### src/hdl/forth_macros.svh
`ifndef FORTH_MACROS_SVH
`define FORTH_MACROS_SVH

////////////////////////////////////////
// Datapath widths
////////////////////////////////////////

// One stack cell and one program word
`define FORTH_DATA_W 32
// Opcode taken from the low bits of a word
`define FORTH_OP_W 16

// Program memory, one word per address
`define FORTH_MEM_DEPTH 256
`define FORTH_ADDR_W 8

// Circular data stack
`define FORTH_STACK_DEPTH 16

// Clocks per serial bit, kept short for simulation
`define FORTH_BIT_CYCLES 8

////////////////////////////////////////
// APB register map
////////////////////////////////////////

// Below 0x400 the bus sees program words
`define FORTH_REG_CTRL 12'h400
`define FORTH_REG_PC 12'h404
`define FORTH_REG_TOS 12'h408
`define FORTH_REG_DEPTH 12'h40C

`endif

### src/hdl/forth_bus_pkg.sv
`include "forth_macros.svh"

package forth_bus_pkg;

	// Host side of the APB slave
	typedef struct packed {
		logic psel;
		logic penable;
		logic pwrite;
		logic [11:0] paddr;
		logic [`FORTH_DATA_W-1:0] pwdata;
	} apb_req_t;

	// Slave answer, valid in the access phase
	typedef struct packed {
		logic [`FORTH_DATA_W-1:0] prdata;
		logic pready;
		logic pslverr;
	} apb_resp_t;

	// Core state visible over the bus
	typedef struct packed {
		// Address of the last opcode executed
		logic [`FORTH_ADDR_W-1:0] pc;
		logic [`FORTH_DATA_W-1:0] tos;
		// 0 to 16 cells
		logic [$clog2(`FORTH_STACK_DEPTH):0] depth;
	} core_status_t;

endpackage

### src/hdl/forth_apb_regs.sv
`timescale 1ns/100ps
`include "forth_macros.svh"

module forth_apb_regs (
	input  logic clk,
	input  logic reset,
	input  forth_bus_pkg::apb_req_t apb_req,
	input  forth_bus_pkg::core_status_t status,
	input  logic [`FORTH_DATA_W-1:0] mem_rdata,
	output forth_bus_pkg::apb_resp_t apb_resp,
	output logic mem_we,
	output logic [`FORTH_ADDR_W-1:0] mem_addr,
	output logic [`FORTH_DATA_W-1:0] mem_wdata,
	output logic run,
	output logic start
);

	logic access;
	logic is_prog;
	logic is_ctrl;
	logic is_pc;
	logic is_tos;
	logic is_depth;
	logic mapped;
	logic ctrl_wr;

	////////////////////////////////////////
	// Address decode
	////////////////////////////////////////

	// Second cycle of a transfer
	assign access = apb_req.psel && apb_req.penable;

	assign is_prog = apb_req.paddr < `FORTH_REG_CTRL;
	assign is_ctrl = apb_req.paddr == `FORTH_REG_CTRL;
	assign is_pc = apb_req.paddr == `FORTH_REG_PC;
	assign is_tos = apb_req.paddr == `FORTH_REG_TOS;
	assign is_depth = apb_req.paddr == `FORTH_REG_DEPTH;
	assign mapped = is_prog || is_ctrl || is_pc || is_tos || is_depth;

	// Word address, held from setup so the registered read is ready in access
	assign mem_addr = apb_req.paddr[`FORTH_ADDR_W+1:2];
	assign mem_wdata = apb_req.pwdata;
	// Program is frozen while the core runs
	assign mem_we = access && apb_req.pwrite && is_prog && !run;

	assign ctrl_wr = access && apb_req.pwrite && is_ctrl;

	////////////////////////////////////////
	// Run control
	////////////////////////////////////////

	always_ff @(posedge clk) begin
		if (!reset) begin
			run <= 1'b0;
			start <= 1'b0;
		end else begin
			// Writing 1 restarts from address 0 with an empty stack
			start <= ctrl_wr && apb_req.pwdata[0];
			if (ctrl_wr) begin
				run <= apb_req.pwdata[0];
			end
		end
	end

	// Read mux and response
	always_comb begin
		apb_resp.prdata = '0;
		if (is_prog) begin
			apb_resp.prdata = mem_rdata;
		end else if (is_ctrl) begin
			apb_resp.prdata[0] = run;
		end else if (is_pc) begin
			apb_resp.prdata[`FORTH_ADDR_W-1:0] = status.pc;
		end else if (is_tos) begin
			apb_resp.prdata = status.tos;
		end else if (is_depth) begin
			apb_resp.prdata[$bits(status.depth)-1:0] = status.depth;
		end
		// No wait states
		apb_resp.pready = access;
		apb_resp.pslverr = access && (!mapped || (apb_req.pwrite && is_prog && run));
	end

	// Every completed transfer had a setup phase just before it
	a_apb_phases: assert property (@(posedge clk) disable iff (!reset)
		apb_resp.pready |-> apb_req.psel && apb_req.penable
			&& $past(apb_req.psel && !apb_req.penable));

endmodule

### config.mk
export PLATFORM = sky130hd
export DESIGN_NAME = forth_apb_regs
export DESIGN_NICKNAME = d
export VERILOG_FILES = /design/src/hdl/forth_bus_pkg.sv /design/src/hdl/forth_apb_regs.sv
export VERILOG_INCLUDE_DIRS = /design/src /design/src/hdl
export SDC_FILE = /design/constraint.sdc
export NUM_CORES = 1
export LEC_CHECK = 0
export BUFFER_PORTS_ARGS = -buffer_cell sky130_fd_sc_hd__buf_4
export CORE_AREA = 2 2 80 82
export CTS_CLUSTER_DIAMETER = 150
export DETAILED_ROUTE_END_ITERATION = 10
export DIE_AREA = 0 0 82 84
export PLACE_DENSITY = 0.56
export SETUP_SLACK_MARGIN = 0.02
export SLEW_MARGIN = 20
export SYNTH_ARGS = -nofsm -noshare
export SYNTH_HDL_FRONTEND = slang
export SYNTH_SLANG_ARGS = --single-unit
### constraint.sdc
create_clock -name clk -period 2.05 [get_ports clk]
set_clock_uncertainty 0.2 [all_clocks]
set_input_delay 0.41 -clock clk [delete_from_list [all_inputs] [get_ports clk]]
set_output_delay 0.41 -clock clk [all_outputs]
set_load 0.01 [all_outputs]
== After elaboration in Yosys (flattened, before gate mapping) ==
Index checks and enable logic that the tools add are counted.

* Register bits: 2
* Input bits: 126
* Output and inout bits: 77
* Logic and storage cells: 31

* Magnitude comparators: 1
* Equality and inequality tests: 4
* Multiplexer cells: 8
* Reduce and logical (&&, ||, !) cells: 16

{| class="wikitable"
|+ Operator list
! operator !! count
|-
| == test 12 x 11 -> 1 bit, second input constant || 4
|-
| 2-to-1 mux 32 bit || 1
|-
| 2-to-1 mux 31 bit || 1
|-
| 2-to-1 mux 27 bit || 1
|-
| 2-to-1 mux 24 bit || 1
|-
| less-than comparator 12 x 11 -> 1 bit, second input constant || 1
|-
| 2-to-1 mux 5 bit || 2
|-
| logical AND 1 bit || 9
|-
| 2-to-1 mux 8 bit || 1
|-
| logical OR 1 bit || 5
|-
| logical NOT 1 bit || 2
|-
| 2-to-1 mux 1 bit || 1
|}

== Depth between registers and ports, before layout ==
Gate-level depths: netlist of the first run.

* Depth in word-level cells: 8
* Mapped depth: 6
* Gate-level depth less buffers: 4

== Least setup slack after synthesis of the first run ==
Ideal clock, no wire load.

* Path type: input to output
* Start: input apb_req[38] (netlist bit)
* End: output apb_resp[10] (netlist bit)
* Arrival: 1.341 ns
* Required time: 1.440 ns
* Slack: 0.099 ns
* Cell stages on the path: 5
* Path buffers: 2
* Cell sequence: nor4b_4 and4_1 buf_6 buf_8 a22o_2

{| class="wikitable"
|+ RTL lines
! item !! RTL line !! RTL
|-
| from (decl) || forth_apb_regs.sv:7 || <nowiki>input forth_bus_pkg::apb_req_t apb_req,</nowiki>
|-
| to (decl) || forth_apb_regs.sv:10 || <nowiki>output forth_bus_pkg::apb_resp_t apb_resp,</nowiki>
|}

==> run metrics, run 1 <==
# DRC=0; RSZ-0062 raised after global routing=yes; Crit Path Class=input port to primary output; vias per cell=4.37; P_int=0.393 mW; Syn Area/Cell=7.69 sq um; Crit. End Element=primary output; IO Port Bufs=140; mux cell area share after synthesis=6.18%; largest net degree at the start of global routing=28; sequential share of power=7.3%; failing checks=setup timing; Inst Count DP=318; die area=0.00689 sq mm; total negative setup slack=-2.41 ns; Critical path origin=apb_req[39]; worst hold margin=0.275 ns; pwr/cell area=247 mW/mm^2; reg-to-reg setup timing slack=1.17 ns; post-synth top area cell=buf_4; Clk pwr share=28.3%; root buf cell=clkbuf_8; Synthesized Nets=263; sequential element share of the synthesized area=3.80%; Synth Area in Adders=0%; post-synthesis xor/xnor area fraction=0%; IO Pins=203; met2 GRT Util=22.8%; vias in the first global route=1358; first-pass GRT wire length=6.30 mm; Logic pwr share=64.5%; count of different cell masters after synthesis=31; Die Y-Extent=84 um; post-detailed-route count of antenna-violating nets=0; synthesis-to-layout area growth=108%; fin worst setup slack=-0.112 ns; Power Total=0.541 mW; synthesized instance count=137; flops & latches, synth=2; Net count, final=377; Fin. Hold Viols=0; Final Slew Violations=0; Core Box Area=0.00610 sq mm; startpoint types=input port; Post-synth EDFFs=0; CTS H-Tree Depth=1; Max Clock Freq=0.463 GHz; Iter 0 DRT Violations=22; top-area cell type share of the netlist area=29.2%; post-DR wirelength/cell=14.1 um; Synth Area in Compound Gates=34.0%; relative max-transition margin=81.7%; CTS sink count=2; switch share=27.4%; Post-Synth Simple-Gate Area=20.5%; most instantiated cells after synthesis=buf_4, a22o_2, nand2_1, o21ai_0, a22o_1; cts hold-fix bufs=0; Die W=82 um; initial antenna violation count=0; WL final=4.59 mm; # diodes=0; CP required=1.44 ns; CTS buffer count=3; TritonCTS clock tree=built; Critical Path AT=1.55 ns; most common cell in the netlist=buf_4; Initial Utilization=17.3%; first drt pass iteration count=4; CTS max path bufs=2; net switching power=0.148 mW; Post-Layout Cell Count=326; via count=1424; grt total ovfl=0; largest family of logic cells by synthesized area=buffers and inverters; M3 GR Usage=3.03%; fraction of layout cells with a size suffix above 1=80.7%; final setup fails=33; crit path to=apb_resp[20]; maximum vdd drop=0.103 mV; clock-pin transition on the worst setup and hold timing paths=0.03 ns; FILL cells=654; period utilization=105%; asr flop ratio synth=0%; Skew-Pair Late Insertion Delay=0.21 ns; busiest grt layer=met2; crit path time final=2.16 ns; Worst Path Max Fanout=12; Synthesis Warnings=0; largest cells by area after synthesis=buf_4, a22o_2, a22o_1; Max-cap violations=0; R2R cell count=3; met1 Usage GRT=11.4%; worst hold-check path type=input port to flop; Mapped Area=0.00105 sq mm; status=complete, but fails checks; r2r endpoint=run; RR Startpoint=run; # rows=29; gpl congestion=0.678; total track usage=11.6%; hpwl dp=3.78 mm; top_reg_cell synth=dfxtp_1; LEAKAGE=1.09 nW; Worst Tran Pin Value=0.272 ns
[stage by stage]
step | instance area [sq um] | utilization (%) | worst slack, ns
global placement | 1970 | 32.3 | -0.185
CTS | 2080 | 34.2 | -0.106
finish | 2190 | 35.9 | -0.112
global route | 2190 | 35.9 | -0.153
floorplan | 1050 | - | 0.0993
detailed placement | 1970 | 32.3 | -0.193
[worst max-delay path, stage by stage]
cell and delay, ns:
buf_8 0.10, nor4_4 0.31, and4_4 0.32, clkbuf_16 0.17, a22o_2 0.13, buf_4 0.11
[logic make-up (layout without fill, tap and decap cells)]
kind of cell	count (synthesis)	after routing
buffers and inverters	50	162
AO/OA/AOI/OAI	44	44
AND/OR/NAND/NOR	35	35
multiplexers	6	6
flip-flops	2	2
[metal layers]
metal	part of all wire [%]	vias to the layer above
li1	-	687
met1	32	641
met2	54	84
met3	13	12
met4	1.2	0
met5	0	-
[layout by cell type, fill, tap and decap left out, drive strengths merged]
| master | count |
|---|---|
| mux2i | 2 |
| nor3 | 1 |
| nor2 | 3 |
| and2 | 1 |
| and3 | 2 |
| or2 | 1 |
| a21oi | 1 |
| a22oi | 3 |
| buf | 158 |
| nor4b | 1 |
| nand2 | 15 |
| clkbuf | 4 |
| dfxtp | 2 |
| or3 | 1 |
| a22o | 28 |
| mux2 | 4 |
| nand2b | 1 |
| nor4 | 3 |
| nor2b | 2 |
| and4 | 1 |
| nand3 | 3 |
| o21ai | 12 |
[cell type report]
class,instances,area [sq um],share of cell area [%]
tap,77,96.3,4.40
timing repair buffer,159,1310,59.6
clock buffer,3,41.3,1.89
multi-input combinational,85,706,32.2
sequential,2,40.0,1.83
[worst min-delay path by stage]
stage | from | end | slack [ns] | depth (start not counted)
after floorplan | run | run | 0.31 | 2
after global placement | run | run | 0.42 | 3
after detailed placement | run | run | 0.41 | 3
after CTS | reset | run | 0.27 | 3
after global routing | reset | run | 0.28 | 3
final | reset | run | 0.27 | 3
[power groups by stage]
stage | logic [mW] | registers [mW] | clock network, mW
2_1_floorplan | 0.172 | 0.0397 | 0
3_3_place_gp | 0.328 | 0.0397 | 0
3_5_place_dp | 0.329 | 0.0397 | 0
4_1_cts | 0.340 | 0.0393 | 0.157
5_1_grt | 0.375 | 0.0392 | 0.165
6_report | 0.349 | 0.0393 | 0.153
[state kept, by name, indices dropped and copies added (netlist names)]
| signal | flops |
|---|---|
| start | 1 |
| run | 1 |
[timing repair]
action / in CTS / in global routing
gates cloned: 0 / 1
setup endpoints to repair: 33 / 33
pin swaps: 11 / 4
buffers inserted: 3 / 1
resized for setup: 17 / 16
Note: power is estimated with default switching activity, not from simulation.
==> run 2, diff against run 1 <==
- PLACE_DENSITY: 0.56 -> 0.55
==> run 2 against run 1 <==
Effect of this change: the flow still finishes with violations (setup timing); maximum frequency increased by 0.92%; combinational power is essentially flat; sequential power about the same; via count decreased by 1.1%; non-clock buffer count increased by 3; utilization shrank 0.55 points; critical path type unchanged; critical endpoint is now apb_resp[5].
==> run metrics, run 2 (synthesis gave the netlist of run 1 again) <==
gpl congestion=0.692 (was 0.678); Skew-Pair Late Insertion Delay=0.21 ns (about the same); hpwl dp=3.95 mm (was 3.78 mm); first drt pass iteration count=4 (unchanged); Core Box Area=0.00610 sq mm (unchanged); Iter 0 DRT Violations=12 (was 22); first-pass GRT wire length=6.40 mm (was 6.30 mm); Worst Path Max Fanout=4 (was 12); root buf cell=clkbuf_8 (unchanged); Critical Path AT=1.53 ns (was 1.55 ns); Fin. Hold Viols=0 (unchanged); RSZ-0062 raised after global routing=yes (unchanged); commonest non-fill, non-tap cells in the layout=buf_4, a22o_2, nand2_1, o21ai_0, a22o_1 (was buf_4, a22o_2, nand2_1, buf_6); startpoint types=input port (unchanged); pwr/cell area=251 mW/mm^2 (was 247 mW/mm^2); Max-cap violations=0 (unchanged); Worst Tran Pin Value=0.293 ns (was 0.272 ns); Finished Cell Area=0.00215 sq mm (was 0.00219 sq mm); fraction of layout cells with a size suffix above 1=80.2% (was 80.7%); CTS H-Tree Depth=1 (unchanged); CTS sink count=2 (unchanged); status=complete, but fails checks (unchanged); final setup fails=33 (unchanged); TritonCTS clock tree=built (unchanged); # rows=29 (unchanged); DP Area=0.00200 sq mm (was 0.00197 sq mm); # diodes=0 (unchanged); Initial Utilization=17.3% (unchanged); total negative setup slack=-1.88 ns (was -2.41 ns); # DRC=0 (unchanged); vias per cell=4.28 (was 4.37); vias in the first global route=1282 (was 1358); post-detailed-route count of antenna-violating nets=0 (unchanged); CTS max path bufs=2 (unchanged); total track usage=11.9% (was 11.6%); Net count, final=380 (was 377); clock-pin transition on the worst setup and hold timing paths=0.03 ns (about the same); Crit Path Class=input port to primary output (unchanged); CP required=1.44 ns (about the same); worst hold-check path type=input port to flop (unchanged); maximum vdd drop=0.352 mV (was 0.103 mV); grt total ovfl=0 (unchanged); largest net degree at the start of global routing=30 (was 28); FILL cells=668 (was 654); relative max-transition margin=80.3% (was 81.7%); WL final=4.55 mm (was 4.59 mm); Max Clock Freq=0.467 GHz (was 0.463 GHz); IO Port Bufs=140 (unchanged); CTS buffer count=3 (unchanged); initial antenna violation count=0 (unchanged); LEAKAGE=1.08 nW (was 1.09 nW); post-DR wirelength/cell=13.8 um (was 14.1 um); IO Pins=203 (unchanged); failing checks=setup timing (unchanged); crit path time final=2.14 ns (was 2.16 ns); final core occ=35.3% (was 35.9%); commonest non-fill, non-tap cell in the layout=buf_4 (unchanged); Crit. End Element=primary output (unchanged); Die Y-Extent=84 um (unchanged); worst hold margin=0.276 ns (was 0.275 ns); die area=0.00689 sq mm (unchanged); Final Slew Violations=0 (unchanged); Power Total=0.541 mW (about the same); Regs by FF count=run (1), start (1) (unchanged); fin worst setup slack=-0.0921 ns (was -0.112 ns); synthesis-to-layout area growth=105% (was 108%); period utilization=104% (was 105%); Die W=82 um (unchanged); via count=1408 (was 1424)
-- run 2: changes by cell type in the layout (fill, tap and decap cells not counted), sizes merged --
cell	previous run	this run
clkbuf	4	3
buf	158	162
-- run 2: path summary, 6_finish.rpt --
kind,depth (start not counted),to,slack [ns],startpoint
setup / recovery,7,apb_resp[5],-0.09,apb_req[41]
hold / removal,3,run,0.28,reset
setup reg to reg,2,run,1.18,run
hold reg to reg,2,run,0.34,run
-- run 2: area by class of cell --
| class | instances | area (sq um) | share of cell area [%] |
|---|---|---|---|
| well taps | 77 | 96.3 | 4.47 |
| flip-flops and latches | 2 | 40.0 | 1.86 |
| clock buffers | 3 | 41.3 | 1.92 |
| repair buffers | 162 | 1290 | 59.9 |
| multi-input cells | 85 | 686 | 31.8 |
-- run 2: power by group --
part / internal, mW / switching (mW)
sequential: 0.0393 / 0.000000982
clock: 0.124 / 0.0310
combinational: 0.228 / 0.119
-- run 2: stage by stage --
stage | instances | setup WS [ns]
2_1_floorplan | 137 | 0.0993
3_3_place_gp | 322 | -0.144
3_5_place_dp | 322 | -0.159
4_1_cts | 327 | -0.111
5_1_grt | 329 | -0.156
6_report | 329 | -0.0921
-- run 2: critical path, cell delays in order --
cell     delay, ns
buf_4         0.12
nor4b_4       0.28
buf_4         0.16
and3_4        0.21
buf_12        0.11
a22o_1        0.14
buf_6         0.10
-- run 2: repair_timing --
action / CTS / global route
endpoints found under the setup margin: 33 / 33
hold buffers: 0 / 0
setup buffers: 2 / 2
cloned: 0 / 0
pin swaps: 9 / 2
resized for setup: 15 / 9
-- run 2: layer usage --
| layer | up-vias | global-route usage (%) | wire (um) |
|---|---|---|---|
| met5 | - | 0 | 0 |
| met1 | 619 | 12.8 | 1550 |
| li1 | 690 | - | - |
| met2 | 83 | 22.3 | 2360 |
| met3 | 16 | 3.35 | 573 |
| met4 | 0 | 2.88 | 65 |
==> run 3, diff against run 2 <==
- ABC_AREA: not set -> 1
- CORE_AREA: 2 2 80 82 -> 2 2 78 80
- DIE_AREA: 0 0 82 84 -> 0 0 80 82
- PLACE_DENSITY: 0.55 -> 0.58
==> run 3 against run 2 <==
Effect of this change: the flow now finishes without violations; maximum frequency up 5.9%; utilization up 4.7 points; hold slack worse by 0.027 ns; die area down 4.8%; combinational power down 2%; wire length up 11%; critical path depth up 2; final area up 6.9%; sequential share of layout area down 0.12 points; non-clock buffer count up 3.
==> run metrics, run 3 <==
grt total ovfl=0 (unchanged); Final Slew Violations=0 (unchanged); Power Total=0.531 mW (was 0.541 mW); die area=0.00656 sq mm (was 0.00689 sq mm); flops & latches, synth=2 (unchanged); Crit Path Class=input port to primary output (unchanged); TritonCTS clock tree=built (unchanged); Fin. Hold Viols=0 (unchanged); most used cell, CP=nand2_4 (was buf_4); crit-path max cell delay=0.17 ns (was 0.28 ns); post-synth top area cell=buf_4 (unchanged); gpl congestion=0.783 (was 0.692); Worst Path Max Fanout=15 (was 4); total track usage=14.2% (was 11.9%); count of different cell masters after synthesis=19 (was 31); IO Pins=203 (unchanged); startpoint types=input port (unchanged); clock-pin transition on the worst setup and hold timing paths=0.03 ns (about the same); Regs by FF count=run (1), start (1) (unchanged); busiest grt layer=met2 (unchanged); M3 GR Usage=1.87% (was 3.35%); Die Y-Extent=82 um (was 84 um); Post-synth EDFFs=0 (unchanged); met1 Usage GRT=14.8% (was 12.8%); CTS H-Tree Depth=1 (unchanged); # DRC=0 (unchanged); RSZ-0062 raised after global routing=yes (unchanged); period utilization=98.7% (was 104%); cts hold-fix bufs=0 (unchanged); pre-CTS setup slack=-0.0988 ns (was -0.159 ns); Max Clock Freq=0.494 GHz (was 0.467 GHz); Mapped Area=0.00108 sq mm (was 0.00105 sq mm); Largest delay share family, worst path=simple AND/OR/NAND/NOR gates (was buffers and inverters); Core Box Area=0.00575 sq mm (was 0.00610 sq mm); CTS max path bufs=2 (unchanged); Critical Path AT=1.41 ns (was 1.53 ns); largest cells by area after synthesis=buf_4, a22o_1, nand2_1 (was buf_4, a22o_2, a22o_1); RR Startpoint=run (unchanged); Max-cap violations=0 (unchanged); synthesis-to-layout area growth=113% (was 105%); crit path time final=2.02 ns (was 2.14 ns); top_reg_cell synth=dfxtp_1 (unchanged); IO Port Bufs=140 (unchanged); Crit. End Element=primary output (unchanged); commonest non-fill, non-tap cells in the layout=buf_4, nand2_1, a22o_1, buf_6, nand3_1 (was buf_4, a22o_2, nand2_1, o21ai_0, a22o_1); maximum vdd drop=0.188 mV (was 0.352 mV); Inst Count DP=371 (was 322); largest net degree at the start of global routing=18 (was 30); worst hold-check path type=input port to flop (unchanged); pwr/cell area=230 mW/mm^2 (was 251 mW/mm^2); Critical path origin=apb_req[43] (was apb_req[41]); WL final=5.05 mm (was 4.55 mm); most instantiated cells after synthesis=buf_4, nand2_1, a22o_1, nor2_1, nand3_1 (was buf_4, a22o_2, nand2_1, o21ai_0, a22o_1); initial antenna violation count=0 (unchanged); Initial Utilization=18.8% (was 17.3%); Skew-Pair Late Insertion Delay=0.21 ns (about the same); hpwl dp=4.25 mm (was 3.95 mm); Synthesis Warnings=0 (unchanged); first-pass GRT wire length=7.42 mm (was 6.40 mm); crit path max-delay cell type=nor2_4 (was nor4b_4); vias per cell=4.30 (was 4.28); fin worst setup slack=0.0267 ns (was -0.0921 ns); Net count, final=428 (was 380); Hold Crit Start=reset (unchanged); top-area cell type share of the netlist area=28.5% (was 29.2%); sequential element share of the synthesized area=3.70% (was 3.80%); fraction of layout cells with a size suffix above 1=64.7% (was 80.2%); FILL cells=621 (was 668); post-DR wirelength/cell=13.5 um (was 13.8 um); vias in the first global route=1605 (was 1282); worst path bufs/invs=4 (unchanged); Worst Tran Pin Value=0.250 ns (was 0.293 ns); Die W=80 um (was 82 um); CP required=1.44 ns (about the same); most common cell in the netlist=buf_4 (unchanged); commonest non-fill, non-tap cell in the layout=buf_4 (unchanged); root buf cell=clkbuf_8 (unchanged); relative max-transition margin=83.3% (was 80.3%); Synthesized Nets=305 (was 263); post-detailed-route count of antenna-violating nets=0 (unchanged); Post-Layout Cell Count=375 (was 329); status=complete, no violations (was complete, but fails checks); met2 GRT Util=29.0% (was 22.3%); final setup fails=0 (was 33); CTS buffer count=3 (unchanged); synthesized instance count=179 (was 137); first drt pass iteration count=4 (unchanged); Syn Area/Cell=6.04 sq um (was 7.69 sq um); CTS sink count=2 (unchanged); # rows=28 (was 29); Iter 0 DRT Violations=32 (was 12); # diodes=0 (unchanged); via count=1614 (was 1408); LEAKAGE=1.29 nW (was 1.08 nW); CP Cell Sequence=buf_8 > inv_4 > nand2_4 > nor2_4 > nand2_4 > nor2_8 > buf_12 > a22o_1 > buf_4 (was buf_4 > nor4b_4 > buf_4 > and3_4 > buf_12 > a22o_1 > buf_6); asr flop ratio synth=0% (unchanged)
==> run 3: routing by layer <==
metal / up-vias / part of all wire, %
met1: 718 / 35
met3: 14 / 7.4
met2: 83 / 55
li1: 799 / -
met4: 0 / 1.9
met5: - / 0
==> run 3: where the power goes <==
group / total (mW) / switching, mW / internal [mW] / leakage [nW]
Clock: 0.153 / 0.0291 / 0.124 / 0.0216
Sequential: 0.0393 / 0.000000869 / 0.0393 / 0.0161
Combinational: 0.338 / 0.123 / 0.216 / 1.26
Total: 0.531 / 0.152 / 0.379 / 1.29
==> run 3: final timing paths <==
check	cells past startpoint	slack [ns]	endpoint
worst min-delay path	3	0.25	run
worst max-delay path	9	0.03	apb_resp[26]
worst max register to register	2	1.22	run
worst min register to register	2	0.36	run
==> run 3: cells by family after synthesis <==
kind of cell / count (synthesis) / share of synthesized area (%)
simple gates: 89 / 38.5
buf+inv: 63 / 37.8
compound gates: 25 / 19.9
flops: 2 / 3.70
==> run 3: final cells by class <==
class	count	area [sq um]	share of cell area, %
inverter	16	62.6	2.72
clock buffer	3	41.3	1.79
multi-input combinational	114	723	31.4
tap	75	93.8	4.07
timing repair buffer	165	1340	58.3
sequential	2	40.0	1.74
==> run 3: tightest hold or removal path: stages <==
cell     delay [ns]
buf_4          0.08
nand3_1        0.06
o21ai_0        0.07
==> run 3: what timing repair did <==
item	4_1_cts	5_1_grt
pin swaps	8	18
endpoints found under the setup margin	33	33
resized for setup	22	25
setup buffers	0	1
endpoints found under the hold margin	0	0
==> run 3: per-stage QoR <==
stage | setup TNS [ns] | utilization [%] | hold slack [ns] | instance area, sq um
2_1_floorplan | 0 | - | 0.343 | 1080
4_1_cts | -0.000551 | 38.3 | 0.247 | 2200
3_5_place_dp | -0.554 | 36.3 | 0.356 | 2080
6_report | 0 | 40.1 | 0.250 | 2300
3_3_place_gp | -0.511 | 36.3 | 0.336 | 2080
5_1_grt | -0.869 | 40.1 | 0.276 | 2300
